`src/logic/arb_defs.svh`:
```
// --------------------------------------------------
// arbitration block sizes
// --------------------------------------------------

`ifndef ARB_DEFS_SVH
`define ARB_DEFS_SVH

// number of requestor lanes, power of two (2, 4, 8 or 16)
`define ARB_NUM_REQ 8

// lane index width, log2 of the lane count
`define ARB_SEL_W 3

// request word width
`define ARB_DATA_W 32

`endif

```
`src/logic/arb_pkg.sv`:
```
// --------------------------------------------------
// arbitration types
// --------------------------------------------------

`include "arb_defs.svh"

package arb_pkg;

	// one bit per requestor lane
	// used for push, pending, grant and clear
	typedef logic [`ARB_NUM_REQ-1:0] req_vec_t;

	// lane index
	typedef logic [`ARB_SEL_W-1:0] sel_t;

	// request word as posted by a lane
	typedef logic [`ARB_DATA_W-1:0] data_t;

	// state of one two-input tree node
	// idle means neither side holds the grant
	typedef enum logic [1:0]
	{
		NODE_IDLE   = 2'd0,
		NODE_GRANT0 = 2'd1,
		NODE_GRANT1 = 2'd2
	} node_state_t;

endpackage : arb_pkg

```
`src/logic/arbiter_node.sv`:
```
// --------------------------------------------------
// two-input round-robin node
// --------------------------------------------------

`include "arb_defs.svh"

module arbiter_node (
	input  logic       ap_clk,
	input  logic       areset,
	input  logic       enable,
	input  logic [1:0] req,
	output logic [1:0] grant,
	output logic       select,
	output logic       valid
);

	arb_pkg::node_state_t state;
	arb_pkg::node_state_t state_next;

	// --------------------------------------------------
	// next state
	// --------------------------------------------------
	// a granted side keeps the grant while its request stays up,
	// on release the other side gets its turn
	always_comb
	begin
		case (state)
			arb_pkg::NODE_GRANT0:
			begin
				if (req[0])
					state_next = arb_pkg::NODE_GRANT0;
				else if (req[1])
					state_next = arb_pkg::NODE_GRANT1;
				else
					state_next = arb_pkg::NODE_IDLE;
			end
			arb_pkg::NODE_GRANT1:
			begin
				if (req[1])
					state_next = arb_pkg::NODE_GRANT1;
				else if (req[0])
					state_next = arb_pkg::NODE_GRANT0;
				else
					state_next = arb_pkg::NODE_IDLE;
			end
			default:
			begin
				// from idle, side 0 wins a tie
				if (req[0])
					state_next = arb_pkg::NODE_GRANT0;
				else if (req[1])
					state_next = arb_pkg::NODE_GRANT1;
				else
					state_next = arb_pkg::NODE_IDLE;
			end
		endcase
	end

	always_ff @(posedge ap_clk)
	begin
		if (areset)
			state <= arb_pkg::NODE_IDLE;
		else
			state <= state_next;
	end

	// --------------------------------------------------
	// outputs
	// --------------------------------------------------
	// grant is only passed down when the parent enables this node
	assign grant[0] = enable && (state == arb_pkg::NODE_GRANT0);
	assign grant[1] = enable && (state == arb_pkg::NODE_GRANT1);

	// select tells the parent path which child is being served
	assign select = (state == arb_pkg::NODE_GRANT1);

	// valid goes up the tree as the parent's request
	assign valid = req[0] | req[1];

	a_grant_onehot0 : assert property (@(posedge ap_clk) disable iff (areset)
		$onehot0(grant))
		else $error("arbiter_node: both grant bits high");

endmodule : arbiter_node

```
`src/logic/arbiter.sv`:
```
// --------------------------------------------------
// round-robin arbiter tree
// --------------------------------------------------

`include "arb_defs.svh"

module arbiter #(
	parameter int WIDTH = `ARB_NUM_REQ
) (
	input  logic              ap_clk,
	input  logic              areset,
	input  logic              enable,
	input  arb_pkg::req_vec_t req,
	output arb_pkg::req_vec_t grant,
	output arb_pkg::sel_t     select,
	output logic              valid
);

	// number of tree levels
	localparam int SEL_W = $clog2(WIDTH);

	// tree wiring in heap order
	// node 1 is the root, node n has children 2n and 2n+1,
	// index WIDTH+i is lane i
	logic [2*WIDTH-1:1] node_valid;
	logic [2*WIDTH-1:1] node_en;
	logic [WIDTH-1:1]   node_sel;

	// lane index below each node, built bottom up
	arb_pkg::sel_t node_idx [WIDTH-1:1];

	// the ports carry the package widths, so the tree must match them
	if (WIDTH != `ARB_NUM_REQ)
	begin : gen_width_check
		$error("arbiter: WIDTH must equal ARB_NUM_REQ");
	end

	// leaves are the lane requests, root enable is the outside enable
	assign node_valid[2*WIDTH-1:WIDTH] = req;
	assign node_en[1]                  = enable;

	// --------------------------------------------------
	// node tree and select forwarding
	// --------------------------------------------------
	// level 0 sits right above the lanes, the top level is the root
	for (genvar lv = 0; lv < SEL_W; lv++)
	begin : gen_level
		localparam int FIRST = WIDTH >> (lv + 1);

		for (genvar k = 0; k < FIRST; k++)
		begin : gen_node
			localparam int N = FIRST + k;

			arbiter_node u_node (
				.ap_clk (ap_clk),
				.areset (areset),
				.enable (node_en[N]),
				.req    ({node_valid[2*N+1], node_valid[2*N]}),
				.grant  ({node_en[2*N+1], node_en[2*N]}),
				.select (node_sel[N]),
				.valid  (node_valid[N])
			);

			if (lv == 0)
			begin : gen_leaf_idx
				// lowest level, own select is the lane's low bit
				assign node_idx[N] = arb_pkg::sel_t'(node_sel[N]);
			end
			else
			begin : gen_fwd_idx
				arb_pkg::sel_t child_idx;

				// forward the index of the child this node serves,
				// own select goes on top as the next bit up
				assign child_idx   = node_sel[N] ? node_idx[2*N+1] : node_idx[2*N];
				assign node_idx[N] = arb_pkg::sel_t'({node_sel[N], child_idx[lv-1:0]});
			end
		end
	end

	// --------------------------------------------------
	// output registers
	// --------------------------------------------------
	always_ff @(posedge ap_clk)
	begin
		if (areset)
		begin
			grant  <= '0;
			select <= '0;
			valid  <= 1'b0;
		end
		else
		begin
			grant  <= node_en[2*WIDTH-1:WIDTH];
			select <= node_idx[1];
			valid  <= node_valid[1];
		end
	end

	// at most one lane leaves the tree with a grant
	a_grant_onehot0 : assert property (@(posedge ap_clk) disable iff (areset)
		$onehot0(grant))
		else $error("arbiter: more than one lane granted");

	// forwarded index points at the granted lane
	a_grant_select : assert property (@(posedge ap_clk) disable iff (areset)
		(grant != '0) |-> grant[select])
		else $error("arbiter: grant and select disagree");

endmodule : arbiter

```
`src/logic/request_buffer.sv`:
```
// --------------------------------------------------
// per-lane request buffer
// --------------------------------------------------

`include "arb_defs.svh"

module request_buffer (
	input  logic              ap_clk,
	input  logic              areset,
	input  arb_pkg::req_vec_t push,
	input  arb_pkg::data_t    push_data [`ARB_NUM_REQ],
	input  arb_pkg::req_vec_t clear,
	output arb_pkg::req_vec_t pending,
	output arb_pkg::data_t    data [`ARB_NUM_REQ]
);

	// --------------------------------------------------
	// pending bits
	// --------------------------------------------------
	// a lane only pushes while idle and is only cleared while pending,
	// so push and clear never meet on the same bit
	always_ff @(posedge ap_clk)
	begin
		if (areset)
			pending <= '0;
		else
			pending <= (pending & ~clear) | push;
	end

	// --------------------------------------------------
	// word storage
	// --------------------------------------------------
	// one word per lane, written on its push pulse
	always_ff @(posedge ap_clk)
	begin
		for (int i = 0; i < `ARB_NUM_REQ; i++)
		begin
			if (push[i])
				data[i] <= push_data[i];
		end
	end

	// requestor side protocol
	a_push_idle : assert property (@(posedge ap_clk) disable iff (areset)
		((push & pending) == '0))
		else $error("request_buffer: push to a pending lane");

	// issue side never clears a lane it has not seen pending
	a_clear_pending : assert property (@(posedge ap_clk) disable iff (areset)
		((clear & ~pending) == '0))
		else $error("request_buffer: clear of an idle lane");

endmodule : request_buffer

```
`src/logic/request_issue.sv`:
```
// --------------------------------------------------
// request issue stage
// --------------------------------------------------

`include "arb_defs.svh"

module request_issue (
	input  logic              ap_clk,
	input  logic              areset,
	input  arb_pkg::req_vec_t grant,
	input  arb_pkg::sel_t     select,
	input  logic              valid,
	input  arb_pkg::req_vec_t pending,
	input  arb_pkg::data_t    data [`ARB_NUM_REQ],
	output arb_pkg::req_vec_t clear,
	output logic              out_valid,
	output arb_pkg::sel_t     out_id,
	output arb_pkg::data_t    out_data
);

	logic fire;

	// issue only a granted lane that is still pending
	// the arbiter lags the buffer, so its choice is checked against the live bits
	// a lane whose clear is in flight still reads pending for one cycle
	assign fire = valid && grant[select] && pending[select] && !clear[select];

	// --------------------------------------------------
	// control pulses
	// --------------------------------------------------
	always_ff @(posedge ap_clk)
	begin
		if (areset)
		begin
			out_valid <= 1'b0;
			clear     <= '0;
		end
		else
		begin
			out_valid <= fire;
			clear     <= fire ? (arb_pkg::req_vec_t'(1) << select) : '0;
		end
	end

	// payload, only meaningful with out_valid
	always_ff @(posedge ap_clk)
	begin
		if (fire)
		begin
			out_id   <= select;
			out_data <= data[select];
		end
	end

	a_clear_onehot0 : assert property (@(posedge ap_clk) disable iff (areset)
		$onehot0(clear))
		else $error("request_issue: clear on more than one lane");

endmodule : request_issue

```
`src/logic/arb_top.sv`:
```
// --------------------------------------------------
// request arbitration top
// --------------------------------------------------

`include "arb_defs.svh"

module arb_top (
	input  logic              ap_clk,
	input  logic              areset,
	input  logic              enable,
	input  arb_pkg::req_vec_t push,
	input  arb_pkg::data_t    push_data [`ARB_NUM_REQ],
	output arb_pkg::req_vec_t pending,
	output logic              out_valid,
	output arb_pkg::sel_t     out_id,
	output arb_pkg::data_t    out_data
);

	// buffer contents toward the issue stage
	arb_pkg::data_t    buf_data [`ARB_NUM_REQ];

	// arbiter choice, all registered
	arb_pkg::req_vec_t arb_grant;
	arb_pkg::sel_t     arb_select;
	logic              arb_valid;

	// issued lane back to the buffer
	arb_pkg::req_vec_t issue_clear;

	request_buffer u_buffer (
		.ap_clk    (ap_clk),
		.areset    (areset),
		.push      (push),
		.push_data (push_data),
		.clear     (issue_clear),
		.pending   (pending),
		.data      (buf_data)
	);

	// pending bits are the arbiter's requests
	arbiter #(
		.WIDTH (`ARB_NUM_REQ)
	) u_arbiter (
		.ap_clk (ap_clk),
		.areset (areset),
		.enable (enable),
		.req    (pending),
		.grant  (arb_grant),
		.select (arb_select),
		.valid  (arb_valid)
	);

	request_issue u_issue (
		.ap_clk    (ap_clk),
		.areset    (areset),
		.grant     (arb_grant),
		.select    (arb_select),
		.valid     (arb_valid),
		.pending   (pending),
		.data      (buf_data),
		.clear     (issue_clear),
		.out_valid (out_valid),
		.out_id    (out_id),
		.out_data  (out_data)
	);

endmodule : arb_top

```
`config.mk`:
```
export PLATFORM = sky130hd
export DESIGN_NAME = arb_top
export DESIGN_NICKNAME = d
export VERILOG_FILES = /design/src/logic/arb_pkg.sv /design/src/logic/arbiter_node.sv /design/src/logic/arbiter.sv /design/src/logic/request_buffer.sv /design/src/logic/request_issue.sv /design/src/logic/arb_top.sv
export VERILOG_INCLUDE_DIRS = /design/src /design/src/logic
export SDC_FILE = /design/constraint.sdc
export NUM_CORES = 1
export LEC_CHECK = 0
export BUFFER_PORTS_ARGS = -buffer_cell sky130_fd_sc_hd__buf_4
export CORE_ASPECT_RATIO = 2
export CORE_MARGIN = 2
export CORE_UTILIZATION = 52
export CTS_BUF_LIST = sky130_fd_sc_hd__clkbuf_8
export DETAILED_ROUTE_END_ITERATION = 10
export PLACE_DENSITY = 0.78
export SYNTH_ARGS = -nofsm -noshare
export SYNTH_HDL_FRONTEND = slang
export SYNTH_SLANG_ARGS = --single-unit
```
`constraint.sdc`:
```
create_clock -name ap_clk -period 4.6 [get_ports ap_clk]
set_clock_uncertainty 0.2 [all_clocks]
set_input_delay 0.46 -clock ap_clk [delete_from_list [all_inputs] [get_ports ap_clk]]
set_output_delay 0.46 -clock ap_clk [all_outputs]
set_load 0.02 [all_outputs]
```
==> results of run 1 <==
[per-stage QoR]
step | util | std cells | setup WS [ns] | area (µm²) | hold WS, ns
detailed placement | 0.639 | 1154 | 1.40 | 14900 | 0.243
global placement | 0.639 | 1154 | 1.46 | 14900 | 0.231
floorplan | - | 581 | 1.14 | 12300 | 0.203
[synth_stat cells (2+ instances only)]
cell type and n:
nor2_1 38, a311oi_1 4, nor3_1 10, mux2_4 20, nand2_1 4, buf_6 2, dfxtp_1 43, mux2_2 12
edfxtp_1 291, mux4_1 6, clkbuf_1 8, a21oi_1 13, nor4_1 2, nor2b_1 9, buf_12 2, inv_1 10
buf_1 4, buf_2 7, nand3b_1 4, nand2b_1 14, nor3b_1 2, nand3_1 2, mux4_2 58
[cell families after synthesis]
group,share of synthesized area
DFF,0.778
buffers and inverters,0.0158
and+or+nand+nor,0.0372
AOI/OAI and AO/OA,0.0142
muxes,0.155
==> out/qor.yml, run 1 <==
synthesis:
  synth_largest_area_cell: "edfxtp_1"
  synthTopCellsByArea: "edfxtp_1 (71%), mux4_2 (11%), dfxtp_1 (7.0%)"
  synth_flop_cell: "edfxtp_1"
  syn_area_um2: 12300
  synth-edff-count: 291
  syn_inst: 581
  yosysTopAreaCellShare: 0.708
  synth_seq_cells: 334
  ys_types: 39
  async_reset_ff_frac: 0
  ys.warnings.count: 0
  syn_avg_cell_area_um2: 21.2
  synth_nets: 848
  ys_seq_area_frac: 0.778
die:
  start_util: 0.529
  num_rows: 79
  fp.dieW_um: 113
  die_height_um: 222
  io_pins: 311
status:
  firstError: "[ERROR RSZ-0060] Max buffer count reached."
  lastStage: "4_1_cts"
  outcome: "did not finish"
cts:
  cts.repair.resized: 0
  cts-root-buf: "clkbuf_8"
  cts_max_level: 2
  clock_sinks: 334
  cts_made_buffers: 45
  cts_setup_buffers: 0
  holdBufCountCts: 247
  cts_buffer_depth: 3
placed_design:
  numPortBuffers: 310
  place_congestion: 0.842
  dp_hpwl_um: 21100
==> run 2: changes to the inputs <==
--- a/config.mk
+++ b/config.mk
@@ -7,12 +7,10 @@
 export NUM_CORES = 1
 export LEC_CHECK = 0
 export BUFFER_PORTS_ARGS = -buffer_cell sky130_fd_sc_hd__buf_4
-export CORE_ASPECT_RATIO = 2
 export CORE_MARGIN = 2
-export CORE_UTILIZATION = 52
-export CTS_BUF_LIST = sky130_fd_sc_hd__clkbuf_8
+export CORE_UTILIZATION = 37
 export DETAILED_ROUTE_END_ITERATION = 10
-export PLACE_DENSITY = 0.78
+export PLACE_DENSITY_LB_ADDON = 0.15
 export SYNTH_ARGS = -nofsm -noshare
 export SYNTH_HDL_FRONTEND = slang
 export SYNTH_SLANG_ARGS = --single-unit
==> run 2 against run 1 <==
Compared with the run above:
- the run now ends clean
- synthesized cell count unchanged
- area after synthesis unchanged
==> out/qor.yml, run 2 <==
status:
  outcome: "finished, final reports clean"
cts:
  clock_sinks: 334
  cts_setup_buffers: 0
  cts_buffer_depth: 3
  cts_max_level: 2
  cts_tree: "done"
  holdBufCountCts: 256
  cts-root-buf: "clkbuf_16"
  cts.repair.resized: 0
  cts_made_buffers: 37
  clk_pin_slew_ns: 0.06
  clkLatencyLatePin_ns: 0.51
sta:
  setup_ws_ns: 1.53
  finalSetupViolCount: 0
  rsz0062_at_grt: "false"
  slew_viol_final: 0
  setup_tns_ns: 0
  slew_headroom: 0.396
  max_freq_ghz: 0.325
  fin_crit_ns: 3.07
  timing.final.crit_share: 0.668
  fin_hold_ws_ns: 0.119
  hold_violations: 0
  tightest_slew_ns: 0.906
power:
  pwr-share-seq: 0.511
  power_frac_clock: 0.388
  internal-power_uw: 5600
  power.share.switching: 0.208
  pwr-share-comb: 0.101
  power_leakage_uw: 0.00705
  power_density_nw_per_um2: 376
  switchingPower_uw: 1470
  peakVddDrop_uv: 225
worst_setup_path:
  rr_startpoint: "u_arbiter.select[0]"
  path_buf_inv: 1
  crit_arrival_ns: 3.03
  critPathSlowestCell: "dfxtp_4"
  rr_worst_depth: 5
  crit_fanout: 49
  required_ns: 4.56
  critical_path_class: "register to register"
  critical-path-top-delay-family: "compound AO/OA/AOI/OAI gates"
  rrSetupSlack_ns: 1.53
  path_cells: "mux2i_1, o22ai_1, o21ai_0, a21boi_4, buf_4"
  startpoint_type: "register"
  end_kind: "register"
  rr_endpoint: "u_issue.out_data[18]"
  max_stage_delay_ns: 0.92
placed_design:
  place_congestion: 0.769
  dp_hpwl_um: 20400
  numPortBuffers: 310
  dp_worst_setup_slack_ns: 1.33
  dp.cells: 1313
route:
  postRouteAntennaNets: 0
  top_layer_used: "met4"
  vias: 7902
  wl_per_cell_um: 21.4
  met3WireLength_um: 2470
  wl_met1_um: 14300
  totalWireLength_um: 35000
  avgViaCountPerCell: 4.83
  drt-initial-drc-count: 365
  drc: 0
  first_pass_iters: 5
  wl_met2_um: 17000
die:
  io_pins: 311
  num_rows: 66
  core_area_um2: 32700
  fp.dieW_um: 187
  dieArea_um2: 34800
  die_height_um: 187
  start_util: 0.377
synthesis:
  synth_largest_area_cell: "edfxtp_1"
  synth_flop_cell: "edfxtp_1"
  synth-edff-count: 291
  synthTopCellsByArea: "edfxtp_1 (71%), mux4_2 (11%), dfxtp_1 (7.0%)"
  synth.most_common_cell: "edfxtp_1"
  synth_nets: 848
  syn_inst: 581
  syn_area_um2: 12300
  ys_top_cells_by_count: "edfxtp_1 (291), mux4_2 (58), dfxtp_1 (43), nor2_1 (38), mux2_4 (20)"
  ys_types: 39
  synth_seq_cells: 334
  async_reset_ff_frac: 0
  ys_seq_area_frac: 0.778
  yosysTopAreaCellShare: 0.708
  ys.warnings.count: 0
  syn_avg_cell_area_um2: 21.2
grt:
  antenna_found_initial: 2
  gr-total-overflow: 0
  grt_pass1_vias: 8678
  grtUsageTotal: 0.200
  grt_max_degree: 50
  grt_pass1_wl_um: 52100
cells_and_area:
  largest_reg_flops: 256
  n_fill_cell: 2507
  area_growth_pct: 52.4
  reg_top3: "u_buffer.data x256, u_issue.out_data x32, u_arbiter.gen_level.gen_node.u_node.state x14"
  drive_above_1_share: 0.385
  final_cell_mix: "buf_4 (314), edfxtp_1 (291), dlygate4sd3_1 (256), mux4_2 (58), dfxtp_1 (40)"
  regMostFlops: "u_buffer.data"
  instances_no_fill: 1636
  nNetsFinal: 1433
  final_common_cell: "buf_4"
run:
  maxCapViolations: 0
worst_hold_path:
  worstHoldStart: "areset"
  min_path_cells: 2
  holdPathEnd: "u_buffer.pending[2]"
  hp-class: "primary input to register"
-- run 2: cell type report --
cell class | instances | area (µm²) | area share
repair buffers | 570 | 4920 | 0.262
well taps | 442 | 553 | 0.0294
diodes | 2 | 5.00 | 0.000266
flip-flops and latches | 334 | 9610 | 0.511
multi-input cells | 213 | 2550 | 0.136
clock buffers | 57 | 1070 | 0.0571
inverters | 10 | 37.5 | 0.00200
clock inverters | 8 | 50.0 | 0.00266
-- run 2: power by group through the flow --
| stage | combinational [µW] | clock (µW) | sequential, µW |
|---|---|---|---|
| finish | 715 | 2740 | 3610 |
| CTS | 718 | 2820 | 3610 |
| global route | 762 | 2940 | 3630 |
| floorplan | 241 | 0 | 3640 |
| global placement | 533 | 0 | 3670 |
| detailed placement | 538 | 0 | 3680 |
-- run 2: how the worst max path moves through the flow --
stage / startpoint / to / cells past startpoint
2_1_floorplan: u_arbiter.select[0] / u_issue.out_data[0] / 6
6_report: u_arbiter.select[0] / u_issue.out_data[18] / 5
3_3_place_gp: u_arbiter.select[0] / u_issue.out_data[22] / 5
3_5_place_dp: u_arbiter.select[0] / u_issue.out_data[22] / 5
4_1_cts: u_arbiter.select[0] / u_issue.out_data[18] / 5
5_1_grt: u_arbiter.select[0] / u_issue.out_data[18] / 5
-- run 2: worst reg2reg max path, cell delays in order, from the launching register on --
cell and delay [ns]:
dfxtp_4 0.92, mux2i_1 0.20, o22ai_1 0.25, o21ai_0 0.17
a21boi_4 0.51, buf_4 0.46
-- run 2: kinds of logic after synthesis --
family | count (synthesis) | synth area share
DFF | 334 | 0.778
buffers and inverters | 34 | 0.0158
AOI/OAI and AO/OA | 26 | 0.0142
and+or+nand+nor | 90 | 0.0372
muxes | 97 | 0.155
-- run 2: layer usage --
metal  vias to the layer above  GRT usage
li1                       3525          -
met1                      3931      0.254
met2                       365      0.334
met3                        81     0.0450
met4                         0     0.0800
met5                         -          0
-- run 2: through the flow --
stage | utilization | total power, µW | instance area, µm²
after floorplan | - | 3880 | 12300
after global placement | 0.462 | 4210 | 15100
after detailed placement | 0.462 | 4210 | 15100
after CTS | 0.575 | 7150 | 18800
after global routing | 0.575 | 7330 | 18800
final | 0.575 | 7070 | 18800
(Power assumes the default switching activity.)
